<file path="config.mk">
export PLATFORM = sky130hd
export DESIGN_NAME = reg_file_flat
export DESIGN_NICKNAME = d
export VERILOG_FILES = /design/src/riscv_pkg.sv /design/src/decode_if.sv /design/src/reg_file.sv /design/src/flat_wrapper.sv
export SDC_FILE = /design/constraint.sdc
export NUM_CORES = 2
export LEC_CHECK = 0
export BUFFER_PORTS_ARGS = -buffer_cell sky130_fd_sc_hd__buf_2
export CELL_PAD_IN_SITES_DETAIL_PLACEMENT = 1
export CELL_PAD_IN_SITES_GLOBAL_PLACEMENT = 1
export CORE_ASPECT_RATIO = 1.4
export CORE_UTILIZATION = 50
export CTS_CLUSTER_DIAMETER = 50
export DETAILED_ROUTE_END_ITERATION = 10
export PLACE_DENSITY_LB_ADDON = 0.1
export REMOVE_ABC_BUFFERS = 1
export SYNTH_ARGS = -nofsm -noshare
export SYNTH_HDL_FRONTEND = slang
export SYNTH_SLANG_ARGS = --single-unit
</file>
<file path="constraint.sdc">
create_clock -name clk -period 3 [get_ports clk]
set_input_delay 0.3 -clock clk [delete_from_list [all_inputs] [get_ports clk]]
set_output_delay 0.3 -clock clk [all_outputs]
set_load 0.05 [all_outputs]
</file>
<file path="src/riscv_pkg.sv">
// RV64 subset only (JAL, JALR, BEQ, BNE, LD, SD, ADDI, R-type ALU); memories hold big-endian words
package riscv_pkg;

    // Data path, register index and word PC widths
    parameter int xlen      = 64;
    parameter int reg_idx_w = 5;
    parameter int pc_w      = 30;

    // Major opcodes of the supported instructions
    typedef enum logic [6:0] {
        op_jal    = 7'b1101111,
        op_jalr   = 7'b1100111,
        op_branch = 7'b1100011,
        op_load   = 7'b0000011,
        op_store  = 7'b0100011,
        op_imm    = 7'b0010011,
        op_reg    = 7'b0110011
    } opcode_e;

    // Bit 3 marks the subtract and arithmetic-shift variants,
    // the low bits follow funct3
    typedef enum logic [3:0] {
        alu_add = 4'b0000,
        alu_sub = 4'b1000,
        alu_sll = 4'b0001,
        alu_slt = 4'b0010,
        alu_xor = 4'b0100,
        alu_srl = 4'b0101,
        alu_sra = 4'b1101,
        alu_or  = 4'b0110,
        alu_and = 4'b0111
    } alu_op_e;

    // Write-back source
    typedef enum logic [1:0] {
        wb_alu  = 2'b00,
        wb_mem  = 2'b01,
        wb_link = 2'b10
    } wb_sel_e;

    // Byte reversal of a fetched instruction word
    function automatic logic [31:0] swap32(input logic [31:0] w);
        logic [31:0] r;
        r = '0;
        for (int i = 0; i < 4; i++) begin
            r[8*i +: 8] = w[8*(3-i) +: 8];
        end
        return r;
    endfunction

    // Byte reversal of a data double-word, used both ways
    function automatic logic [63:0] swap64(input logic [63:0] d);
        logic [63:0] r;
        r = '0;
        for (int i = 0; i < 8; i++) begin
            r[8*i +: 8] = d[8*(7-i) +: 8];
        end
        return r;
    endfunction

endpackage

</file>
<file path="src/decode_if.sv">
// Plain levels for the current instruction only, no handshake; only the decoder drives fields
`timescale 1ns/1ps

interface decode_if;

    logic [riscv_pkg::reg_idx_w-1:0] rs1;
    logic [riscv_pkg::reg_idx_w-1:0] rs2;
    logic [riscv_pkg::reg_idx_w-1:0] rd;
    logic [riscv_pkg::xlen-1:0]      imm;
    riscv_pkg::alu_op_e              alu_op;
    logic                            use_imm;
    // Never set for rd equal to x0
    logic                            reg_write;
    logic                            mem_write;
    riscv_pkg::wb_sel_e              wb_sel;
    logic                            is_branch;
    logic                            branch_ne;
    logic                            is_jal;
    logic                            is_jalr;

    modport decoder (
        output rs1, rs2, rd, imm, alu_op, use_imm, reg_write, mem_write, wb_sel,
        output is_branch, branch_ne, is_jal, is_jalr
    );

    modport datapath (
        input rs1, rs2, rd, imm, alu_op, use_imm, reg_write, mem_write, wb_sel,
        input is_branch, branch_ne, is_jal, is_jalr
    );

endinterface

</file>
<file path="src/reg_file.sv">
// Reads are combinational; a write lands on the clock edge and shows up the next cycle
`timescale 1ns/1ps

module reg_file (
    input  logic                       clk,
    input  logic                       rst_n,
    decode_if.datapath                 dec,
    input  logic [riscv_pkg::xlen-1:0] wdata,
    output logic [riscv_pkg::xlen-1:0] rdata1,
    output logic [riscv_pkg::xlen-1:0] rdata2
);

    localparam int num_regs = 2 ** riscv_pkg::reg_idx_w;

    logic [riscv_pkg::xlen-1:0] regs [num_regs];

    always_ff @(posedge clk or negedge rst_n) begin
        if (!rst_n) begin
            for (int i = 0; i < num_regs; i++) begin
                regs[i] <= '0;
            end
        end else if (dec.reg_write) begin
            regs[dec.rd] <= wdata;
        end
    end

    // x0 keeps its reset value since the decoder never writes it
    assign rdata1 = regs[dec.rs1];
    assign rdata2 = regs[dec.rs2];

endmodule

</file>
<file path="src/flat_wrapper.sv">
// flat-port wrapper written by rule: the top's interface ports become plain ports
module reg_file_flat 
  (clk, rst_n, wdata, rdata1, rdata2, dec_rs1, dec_rs2, dec_rd, dec_imm, dec_alu_op, dec_use_imm, dec_reg_write, dec_mem_write, dec_wb_sel, dec_is_branch, dec_branch_ne, dec_is_jal, dec_is_jalr);
  decode_if dec_i ();
  input  logic clk;
  input  logic rst_n;
  input  logic [riscv_pkg::xlen-1:0] wdata;
  output logic [riscv_pkg::xlen-1:0] rdata1;
  output logic [riscv_pkg::xlen-1:0] rdata2;
  input wire logic [$bits(dec_i.rs1)-1:0] dec_rs1;
  input wire logic [$bits(dec_i.rs2)-1:0] dec_rs2;
  input wire logic [$bits(dec_i.rd)-1:0] dec_rd;
  input wire logic [$bits(dec_i.imm)-1:0] dec_imm;
  input wire logic [$bits(dec_i.alu_op)-1:0] dec_alu_op;
  input wire logic [$bits(dec_i.use_imm)-1:0] dec_use_imm;
  input wire logic [$bits(dec_i.reg_write)-1:0] dec_reg_write;
  input wire logic [$bits(dec_i.mem_write)-1:0] dec_mem_write;
  input wire logic [$bits(dec_i.wb_sel)-1:0] dec_wb_sel;
  input wire logic [$bits(dec_i.is_branch)-1:0] dec_is_branch;
  input wire logic [$bits(dec_i.branch_ne)-1:0] dec_branch_ne;
  input wire logic [$bits(dec_i.is_jal)-1:0] dec_is_jal;
  input wire logic [$bits(dec_i.is_jalr)-1:0] dec_is_jalr;
  assign dec_i.rs1 = dec_rs1;
  assign dec_i.rs2 = dec_rs2;
  assign dec_i.rd = dec_rd;
  assign dec_i.imm = dec_imm;
  assign dec_i.alu_op = dec_alu_op;
  assign dec_i.use_imm = dec_use_imm;
  assign dec_i.reg_write = dec_reg_write;
  assign dec_i.mem_write = dec_mem_write;
  assign dec_i.wb_sel = dec_wb_sel;
  assign dec_i.is_branch = dec_is_branch;
  assign dec_i.branch_ne = dec_branch_ne;
  assign dec_i.is_jal = dec_is_jal;
  assign dec_i.is_jalr = dec_is_jalr;
  reg_file u_core (.clk(clk), .rst_n(rst_n), .dec(dec_i), .wdata(wdata), .rdata1(rdata1), .rdata2(rdata2));
endmodule
</file>
==> results.sh <==
export IMPL_area_growth_pct=15.1
export IMPL_cts_root_buf="clkbuf_16"
export IMPL_hp_class="in -> reg"
export IMPL_setup_slack_ps=-17.2
export IMPL_avgViaCountPerCell=6.91
export IMPL_drive_gt1_share_pct=57.4
export IMPL_dieHeight_microns=548
export IMPL_fp_dieW_microns=392
export IMPL_synth_top_cells_by_area="dfrtp_1 (48%), mux2_2 (21%), mux4_2 (20%)"
export IMPL_fin_util_pct=57.8
export IMPL_place_ws_ps=-338
export IMPL_overflow=0
export IMPL_final_cell_area_sq_um=123000
export IMPL_drc_errors=3
export IMPL_grt_pass1_wl_mm=551
export IMPL_ant_nets=0
export IMPL_wl_per_cell_microns=37.5
export IMPL_r2r_setup_slack_ps=2130
export IMPL_top_register="u_core.regs"
export IMPL_path_cells="buf_2 -> buf_4 -> nor2_2 -> a22oi_1 -> nand3_1 -> nand4_1 -> buf_2"
export IMPL_power_density_nw_per_um2=675
export IMPL_grt_max_degree=135
export IMPL_p_total_mw=82.8
export IMPL_final_nets=7195
export IMPL_largest_reg_flops=2048
export IMPL_ys_types=45
export IMPL_initial_core_util_pct=50.3
export IMPL_crit_path_end_kind="primary output"
export IMPL_r2r_cells=1
export IMPL_portBuffers=209
export IMPL_clock_skew_ps=0
export IMPL_placed_cells=9638
export IMPL_cts_tree="built"
export IMPL_cp_required_ps=2700
export IMPL_antenna_found_initial=23
export IMPL_syn_area_per_cell_sq_um=15.7
export IMPL_leakage_nw=53.2
export IMPL_clkTransAtPathRegs_ps=60
export IMPL_yosys_warnings=0
export IMPL_path_class="in -> out"
export IMPL_crit_arrival_ps=2720
export IMPL_finalMaxSlewViolations=0
export IMPL_holdPathEnd="u_core.regs[819]"
export IMPL_ir_drop_v=0.000490
export IMPL_dpl_cell_area_sq_um=115000
export IMPL_async_flop_share_pct=100
export IMPL_holdPathStages=2
export IMPL_cp_slowest_cell="nor2_2"
export IMPL_critPathMaxStageDelay_ps=930
export IMPL_cpMostUsedCell="buf_2"
export IMPL_syn_cell_area_sq_um=107000
export IMPL_r2r_end="u_core.regs[1515]"
export IMPL_gp_congestion=0.839
export IMPL_finalSetupViolCount=3
export IMPL_drt_first_pass_iters=8
export IMPL_synth_most_common_cell="dfrtp_1"
export IMPL_status="finished with violations"
export IMPL_wl_mm=376
export IMPL_synth_edf_count=0
export IMPL_core_sq_um=212000
export IMPL_grt_pass1_vias=75300
export IMPL_drt_iter0_drc=5675
export IMPL_drv_cap=0
export IMPL_maxSlewHeadroom_pct=16.0
export IMPL_seq_area_frac_synth_pct=48.1
export IMPL_num_io_pins=286
export IMPL_yosys_most_used_dff="dfrtp_1"
export IMPL_r2r_start="u_core.regs[1515]"
export IMPL_num_rows=200
export IMPL_synthCells=6789
export IMPL_clk_latency_ps=860
export IMPL_instances_no_fill=10000
export IMPL_critPathLaunchType="input port"
export IMPL_yosysTopAreaCellShare_pct=48.1
export IMPL_hp_start="wdata[51]"
export IMPL_clock_fmax_mhz=331
export IMPL_clock_sinks=2048
export IMPL_cts_buffers=220
export IMPL_fin_crit_ps=3020
export IMPL_hold_viol=0
export IMPL_yosys_area_top_type="dfrtp_1"
export IMPL_worst_pin_slew_ps=1260
export IMPL_largest_registers="u_core.regs: 2048 flops"
export IMPL_cts_buffer_depth=4
export IMPL_hpwl_mm=229
export IMPL_period_share_pct=101
export IMPL_track_usage_pct=35.6
export IMPL_dieArea_sq_um=215000
export IMPL_ys_ff_latch=2048
export IMPL_crit_fanout=13
export IMPL_vias=69400
export IMPL_violations="design-rule violations, negative setup slack"
export IMPL_ctsHtreeMaxLevel=4
export IMPL_yosys_top_cells_count="dfrtp_1 (2048), mux2_2 (1978), mux4_2 (944), o22ai_1 (385), clkbuf_1 (310)"
==> worst max-delay path: cells and delay by family <==
| family | cells | cell delay [ps] |
|---|---|---|
| simple gates | 3 | 1390 |
| buf+inv | 3 | 780 |
| compound gates | 1 | 220 |
==> worst max path at each step <==
stage                           from         end  slack, ps  cells past startpoint
floorplan                 dec_rs2[4]  rdata2[61]       -320                      4
global placement          dec_rs2[0]  rdata2[26]       -370                      7
detailed placement        dec_rs2[3]  rdata2[42]       -340                     11
CTS                 u_core.regs[830]  rdata1[62]          2                      5
global route              dec_rs2[0]  rdata2[48]        -10                      9
finish                    dec_rs2[3]  rdata2[63]        -20                      7
==> placed cells by master, fill, tap and decap left out, types with 67 or more instances in the layout <==
cell,n
mux2_1,82
buf_4,376
buf_2,122
buf_12,252
mux2_2,1978
o22ai_1,385
dfrtp_1,2048
nor4_1,67
mux4_2,944
clkbuf_16,223
mux2i_1,140
a22oi_1,97
==> logic make-up after synthesis <==
logic type,count (synthesis),share of synthesized area (%)
multiplexers,3144,43.1
AO/OA/AOI/OAI,564,3.56
flip-flops,2048,48.1
AND/OR/NAND/NOR,295,1.68
buffers and inverters,738,3.60
==> layer usage <==
| metal | wire [microns] | vias up | global-route usage (%) |
|---|---|---|---|
| met1 | 150000 | 38700 | 47.6 |
| met2 | 187000 | 2613 | 58.5 |
| met5 | 114 | - | 0 |
| met4 | 16800 | 18 | 14.3 |
| met3 | 22700 | 871 | 5.23 |
| li1 | - | 27200 | - |
==> through the flow <==
stage,TNS [ps],hold WS [ps]
2_1_floorplan,-22810,4.41
3_3_place_gp,-1280,261
3_5_place_dp,-480,257
4_1_cts,0,4.50
5_1_grt,-12.2,56.3
6_report,-19.8,51.5
==> power breakdown <==
part / internal [mW] / switching [mW] / total, mW
Sequential: 33.1 / 4.22 / 37.3
Combinational: 10.6 / 7.66 / 18.3
Clock: 15.6 / 11.7 / 27.2
==> what timing repair did <==
item	in CTS	in global routing
pin swaps	1	3
hold endpoints to repair	789	0
setup buffers	0	1
hold buffers	4	0
gates resized for setup	32	23
setup endpoints to repair	25	23
==> area by class of cell <==
type | count | area, sq um
antenna | 10 | 25.0
clock buffer | 325 | 6470
clock inverter | 65 | 593
fill | 19100 | 89400
multi-input combinational | 4003 | 52100
sequential | 2048 | 51200
tap | 2828 | 3540
timing repair buffer | 764 | 8670
No activity file was read; power rests on OpenSTA's default activity.
