<file path="config.mk">
export PLATFORM = sky130hd
export DESIGN_NAME = inst_decoder_flat
export DESIGN_NICKNAME = d
export VERILOG_FILES = /design/src/riscv_pkg.sv /design/src/decode_if.sv /design/src/inst_decoder.sv /design/src/flat_wrapper.sv
export SDC_FILE = /design/constraint.sdc
export NUM_CORES = 1
export LEC_CHECK = 0
export BUFFER_PORTS_ARGS = -buffer_cell sky130_fd_sc_hd__buf_2
export CAP_MARGIN = 5
export CELL_PAD_IN_SITES_DETAIL_PLACEMENT = 1
export CELL_PAD_IN_SITES_GLOBAL_PLACEMENT = 1
export CORE_UTILIZATION = 20
export DETAILED_ROUTE_END_ITERATION = 16
export PLACE_DENSITY = 0.95
export SLEW_MARGIN = 30
export SYNTH_ARGS = -nofsm -noshare
export SYNTH_HDL_FRONTEND = slang
export SYNTH_SLANG_ARGS = --single-unit
export TNS_END_PERCENT = 10
</file>
<file path="constraint.sdc">
create_clock -name vclk -period 3.6
set_input_delay 0.36 -clock vclk [all_inputs]
set_output_delay 0.36 -clock vclk [all_outputs]
set_load 0.03 [all_outputs]
</file>
<file path="src/riscv_pkg.sv">
// RV64 subset only (JAL, JALR, BEQ, BNE, LD, SD, ADDI, R-type ALU); memories hold big-endian words
package riscv_pkg;

    // Data path, register index and word PC widths
    parameter int xlen      = 64;
    parameter int reg_idx_w = 5;
    parameter int pc_w      = 30;

    // Major opcodes of the supported instructions
    typedef enum logic [6:0] {
        op_jal    = 7'b1101111,
        op_jalr   = 7'b1100111,
        op_branch = 7'b1100011,
        op_load   = 7'b0000011,
        op_store  = 7'b0100011,
        op_imm    = 7'b0010011,
        op_reg    = 7'b0110011
    } opcode_e;

    // Bit 3 marks the subtract and arithmetic-shift variants,
    // the low bits follow funct3
    typedef enum logic [3:0] {
        alu_add = 4'b0000,
        alu_sub = 4'b1000,
        alu_sll = 4'b0001,
        alu_slt = 4'b0010,
        alu_xor = 4'b0100,
        alu_srl = 4'b0101,
        alu_sra = 4'b1101,
        alu_or  = 4'b0110,
        alu_and = 4'b0111
    } alu_op_e;

    // Write-back source
    typedef enum logic [1:0] {
        wb_alu  = 2'b00,
        wb_mem  = 2'b01,
        wb_link = 2'b10
    } wb_sel_e;

    // Byte reversal of a fetched instruction word
    function automatic logic [31:0] swap32(input logic [31:0] w);
        logic [31:0] r;
        r = '0;
        for (int i = 0; i < 4; i++) begin
            r[8*i +: 8] = w[8*(3-i) +: 8];
        end
        return r;
    endfunction

    // Byte reversal of a data double-word, used both ways
    function automatic logic [63:0] swap64(input logic [63:0] d);
        logic [63:0] r;
        r = '0;
        for (int i = 0; i < 8; i++) begin
            r[8*i +: 8] = d[8*(7-i) +: 8];
        end
        return r;
    endfunction

endpackage

</file>
<file path="src/decode_if.sv">
// Plain levels for the current instruction only, no handshake; only the decoder drives fields
`timescale 1ns/1ps

interface decode_if;

    logic [riscv_pkg::reg_idx_w-1:0] rs1;
    logic [riscv_pkg::reg_idx_w-1:0] rs2;
    logic [riscv_pkg::reg_idx_w-1:0] rd;
    logic [riscv_pkg::xlen-1:0]      imm;
    riscv_pkg::alu_op_e              alu_op;
    logic                            use_imm;
    // Never set for rd equal to x0
    logic                            reg_write;
    logic                            mem_write;
    riscv_pkg::wb_sel_e              wb_sel;
    logic                            is_branch;
    logic                            branch_ne;
    logic                            is_jal;
    logic                            is_jalr;

    modport decoder (
        output rs1, rs2, rd, imm, alu_op, use_imm, reg_write, mem_write, wb_sel,
        output is_branch, branch_ne, is_jal, is_jalr
    );

    modport datapath (
        input rs1, rs2, rd, imm, alu_op, use_imm, reg_write, mem_write, wb_sel,
        input is_branch, branch_ne, is_jal, is_jalr
    );

endinterface

</file>
<file path="src/inst_decoder.sv">
// Expects the instruction already byte-swapped; any unsupported encoding decodes as a no-op
`timescale 1ns/1ps

module inst_decoder (
    input  logic [31:0]     instr,
    decode_if.decoder       dec
);

    riscv_pkg::opcode_e opcode;
    logic [2:0]         funct3;
    logic [6:0]         funct7;
    logic               rd_write;

    assign opcode = riscv_pkg::opcode_e'(instr[6:0]);
    assign funct3 = instr[14:12];
    assign funct7 = instr[31:25];

    // Register indices sit at fixed positions in every format
    assign dec.rs1 = instr[19:15];
    assign dec.rs2 = instr[24:20];
    assign dec.rd  = instr[11:7];

    // x0 writes are dropped here so the register file sees no write
    assign dec.reg_write = rd_write && (instr[11:7] != '0);

    always_comb begin
        dec.imm       = '0;
        dec.alu_op    = riscv_pkg::alu_add;
        dec.use_imm   = 1'b0;
        dec.mem_write = 1'b0;
        dec.wb_sel    = riscv_pkg::wb_alu;
        dec.is_branch = 1'b0;
        dec.branch_ne = 1'b0;
        dec.is_jal    = 1'b0;
        dec.is_jalr   = 1'b0;
        rd_write      = 1'b0;

        case (opcode)
            riscv_pkg::op_jal: begin
                dec.imm    = {{43{instr[31]}}, instr[31], instr[19:12], instr[20],
                              instr[30:21], 1'b0};
                dec.is_jal = 1'b1;
                dec.wb_sel = riscv_pkg::wb_link;
                rd_write   = 1'b1;
            end
            riscv_pkg::op_jalr: begin
                dec.imm = {{52{instr[31]}}, instr[31:20]};
                if (funct3 == 3'b000) begin
                    dec.is_jalr = 1'b1;
                    dec.wb_sel  = riscv_pkg::wb_link;
                    rd_write    = 1'b1;
                end
            end
            riscv_pkg::op_branch: begin
                dec.imm    = {{51{instr[31]}}, instr[31], instr[7], instr[30:25],
                              instr[11:8], 1'b0};
                // Compare by subtraction, taken on the zero flag
                dec.alu_op = riscv_pkg::alu_sub;
                if (funct3 == 3'b000 || funct3 == 3'b001) begin
                    dec.is_branch = 1'b1;
                    dec.branch_ne = funct3[0];
                end
            end
            riscv_pkg::op_load: begin
                dec.imm     = {{52{instr[31]}}, instr[31:20]};
                dec.use_imm = 1'b1;
                if (funct3 == 3'b011) begin
                    dec.wb_sel = riscv_pkg::wb_mem;
                    rd_write   = 1'b1;
                end
            end
            riscv_pkg::op_store: begin
                dec.imm     = {{52{instr[31]}}, instr[31:25], instr[11:7]};
                dec.use_imm = 1'b1;
                dec.mem_write = (funct3 == 3'b011);
            end
            riscv_pkg::op_imm: begin
                dec.imm     = {{52{instr[31]}}, instr[31:20]};
                dec.use_imm = 1'b1;
                // ADDI is the only immediate operation kept
                rd_write    = (funct3 == 3'b000);
            end
            riscv_pkg::op_reg: begin
                // funct7 bit 5 selects SUB and SRA, legal only with funct3 000 and 101
                dec.alu_op = riscv_pkg::alu_op_e'({funct7[5], funct3});
                if (funct7 == 7'b0000000) begin
                    rd_write = (funct3 != 3'b011);
                end else if (funct7 == 7'b0100000) begin
                    rd_write = (funct3 == 3'b000 || funct3 == 3'b101);
                end
            end
            default: begin
                rd_write = 1'b0;
            end
        endcase
    end

endmodule

</file>
<file path="src/flat_wrapper.sv">
// flat-port wrapper written by rule: the top's interface ports become plain ports
module inst_decoder_flat 
  (instr, dec_rs1, dec_rs2, dec_rd, dec_imm, dec_alu_op, dec_use_imm, dec_reg_write, dec_mem_write, dec_wb_sel, dec_is_branch, dec_branch_ne, dec_is_jal, dec_is_jalr);
  decode_if dec_i ();
  input  logic [31:0] instr;
  output wire logic [$bits(dec_i.rs1)-1:0] dec_rs1;
  output wire logic [$bits(dec_i.rs2)-1:0] dec_rs2;
  output wire logic [$bits(dec_i.rd)-1:0] dec_rd;
  output wire logic [$bits(dec_i.imm)-1:0] dec_imm;
  output wire logic [$bits(dec_i.alu_op)-1:0] dec_alu_op;
  output wire logic [$bits(dec_i.use_imm)-1:0] dec_use_imm;
  output wire logic [$bits(dec_i.reg_write)-1:0] dec_reg_write;
  output wire logic [$bits(dec_i.mem_write)-1:0] dec_mem_write;
  output wire logic [$bits(dec_i.wb_sel)-1:0] dec_wb_sel;
  output wire logic [$bits(dec_i.is_branch)-1:0] dec_is_branch;
  output wire logic [$bits(dec_i.branch_ne)-1:0] dec_branch_ne;
  output wire logic [$bits(dec_i.is_jal)-1:0] dec_is_jal;
  output wire logic [$bits(dec_i.is_jalr)-1:0] dec_is_jalr;
  assign dec_rs1 = dec_i.rs1;
  assign dec_rs2 = dec_i.rs2;
  assign dec_rd = dec_i.rd;
  assign dec_imm = dec_i.imm;
  assign dec_alu_op = dec_i.alu_op;
  assign dec_use_imm = dec_i.use_imm;
  assign dec_reg_write = dec_i.reg_write;
  assign dec_mem_write = dec_i.mem_write;
  assign dec_wb_sel = dec_i.wb_sel;
  assign dec_is_branch = dec_i.is_branch;
  assign dec_branch_ne = dec_i.branch_ne;
  assign dec_is_jal = dec_i.is_jal;
  assign dec_is_jalr = dec_i.is_jalr;
  inst_decoder u_core (.instr(instr), .dec(dec_i));
endmodule
</file>
==> impl_metrics.yaml <==
routing:
  drc: 4
  wl_um: 3390
  vias: 1029
  wl_per_cell_um: 13.8
  via_per_inst: 4.18
  drtIter0Drc: 38
  drt_pass1_iterations: 10
  ant_nets: 0
die:
  ios: 124
  die_area_mm2: 0.00507
  coreArea_mm2: 0.00447
  fp.dieH_um: 71.2
  start_util_pct: 21.4
  fp.dieW_um: 71.2
  row_count: 24
global_routing:
  globalRouteTotalUtil_pct: 11.6
  grt_max_degree: 45
  grt_pass1_vias: 954
  antenna_found_initial: 0
  overflow: 0
  grt_pass1_wl_um: 4890
final_layout:
  ff_latch_area_um2: 0
  layout-drive-gt1-share_pct: 68.0
  design.seq.count: 0
  syn_to_final_growth_pct: 25.5
  fin_area_mm2: 0.00120
  fin_util_pct: 26.9
  clock_buffers: 0
  antenna_cells: 0
  finish.net_count: 228
worst_setup_path:
  critPathBufInv: 3
  arrival_ns: 2.07
  crit_required_ns: 3.24
  crit_path_start_kind: "input pin"
  cp_slowest_cell: "nor3_1"
  path_common_cell: "buf_2"
  crit_chain: "buf_2, nand4bb_1, nor3_1, nor3_2, nor2b_2, buf_4, buf_2"
  cp_max_fo: 44
  cpLargestDelayFamily: "simple AND/OR/NAND/NOR gates"
  cp-end-kind: "primary output"
  crit_type: "in2out"
  cpPeakStageDelay_ns: 0.37
timing:
  fmax_ghz: 0.412
  slew_viol_final: 0
  slew_headroom_pct: 52.0
  final.period_utilization_pct: 67.5
  tns_ns: 0
  setup_viol: 0
  finalHoldViolations: 0
  min_period_ns: 2.43
  rsz0062_at_grt: "false"
  tightest_slew_ns: 0.714
placed_design:
  io_buffers: 124
  place_area_mm2: 0.00120
  hpwl_um: 2930
  gp_congestion: 0.790
logic_synthesis:
  synth_cell_type_count: 32
  synth_fp_nets: 163
  syn-cell-area_um2: 958
  ys_warn_count: 0
  yosysSeqAreaShare_pct: 0
  synth.avg_cell_area_um2: 7.32
  synth_cells: 131
job:
  maxCapViolations: 0
status:
  violations: "design-rule violations"
  run_status: "finished, violations left"
clocking:
  post_cts_resized: 0
  post_cts_buffers: 0
  holdBufCountCts: 0
power:
  p_total_w: 0.000116
  peakVddDrop_uv: 28.9
  leakagePower_nw: 0.833
  power.density_mw_per_mm2: 96.2
worst_hold_path:
  min_path_type: "in2out"
[path summary, 6_finish.rpt]
check	start	slack (ns)	cells past startpoint	endpoint
max	instr[2]	1.17	7	dec_imm[54]
min	instr[22]	0.99	2	dec_rs2[2]
[metal layers]
| metal | track usage (%) | vias up | wire (µm) |
|---|---|---|---|
| met4 | 0 | 0 | 0 |
| met1 | 15.7 | 466 | 1430 |
| li1 | - | 528 | - |
| met3 | 0.844 | 0 | 175 |
| met2 | 21.5 | 35 | 1780 |
| met5 | 0 | - | 0 |
[power breakdown]
group / total, W / switching [W] / leakage, nW / internal, W
Combinational: 0.000116 / 0.0000792 / 0.833 / 0.0000365
Clock: 0 / 0 / 0 / 0
Sequential: 0 / 0 / 0 / 0
[cells in the mapped netlist (3+ instances only)]
library cell   n  area (µm²)
nand2_1        5        18.8
o21ai_0        4        20.0
clkbuf_1       3        11.3
nor2b_1        9        56.3
nor4b_1        3        26.3
a22o_1         4        35.0
buf_4         58         435
nor3_1         4        20.0
and2_1         4        25.0
a21o_1         8        60.1
[layout by cell type, fill, tap and decap left out]
cell type  netlist  routed
nor2b_1          9       8
a31oi_1          2       2
or4_4            1       1
and2_1           4       4
a22o_1           4       4
or4_1            1       1
o21ai_0          4       4
nor4_1           2       2
buf_4           58       1
o31ai_1          1       1
nand3b_1         2       2
o21a_1           1       1
a21o_1           8       8
nor2b_2          0       1
nor3_1           4       4
a22oi_1          1       1
or2_1            1       1
o31a_1           1       1
nor3_2           2       2
nor4b_1          3       3
nor2_1           1       1
nand2_1          5       5
and4_1           1       1
nand4bb_1        2       2
or2_2            1       1
and4b_1          2       2
buf_2            1     124
nor3b_2          1       1
inv_1            1       1
nand4b_1         2       2
a2111oi_4        1       1
and3_1           1       1
[cell type report]
| type | count | area [µm²] |
|---|---|---|
| repair buffers | 125 | 628 |
| inverters | 1 | 3.75 |
| well taps | 52 | 65.1 |
| multi-input cells | 68 | 505 |
| fillers | 601 | 3270 |
[stage by stage]
step | std cells | setup WS, ns | hold slack (ns)
3_5_place_dp | 246 | 1.17 | 0.988
4_1_cts | 246 | 1.19 | 0.988
5_1_grt | 246 | 0.997 | 0.994
3_3_place_gp | 246 | 1.30 | 0.987
2_1_floorplan | 131 | 0.744 | 0.795
6_report | 246 | 1.17 | 0.987
[cell families after synthesis]
family / Yosys count / synth area share [%]
AOI/OAI and AO/OA: 23 / 19.5
and+or+nand+nor: 45 / 33.0
buffers and inverters: 63 / 47.5
No activity file was read; power rests on OpenSTA's default activity.
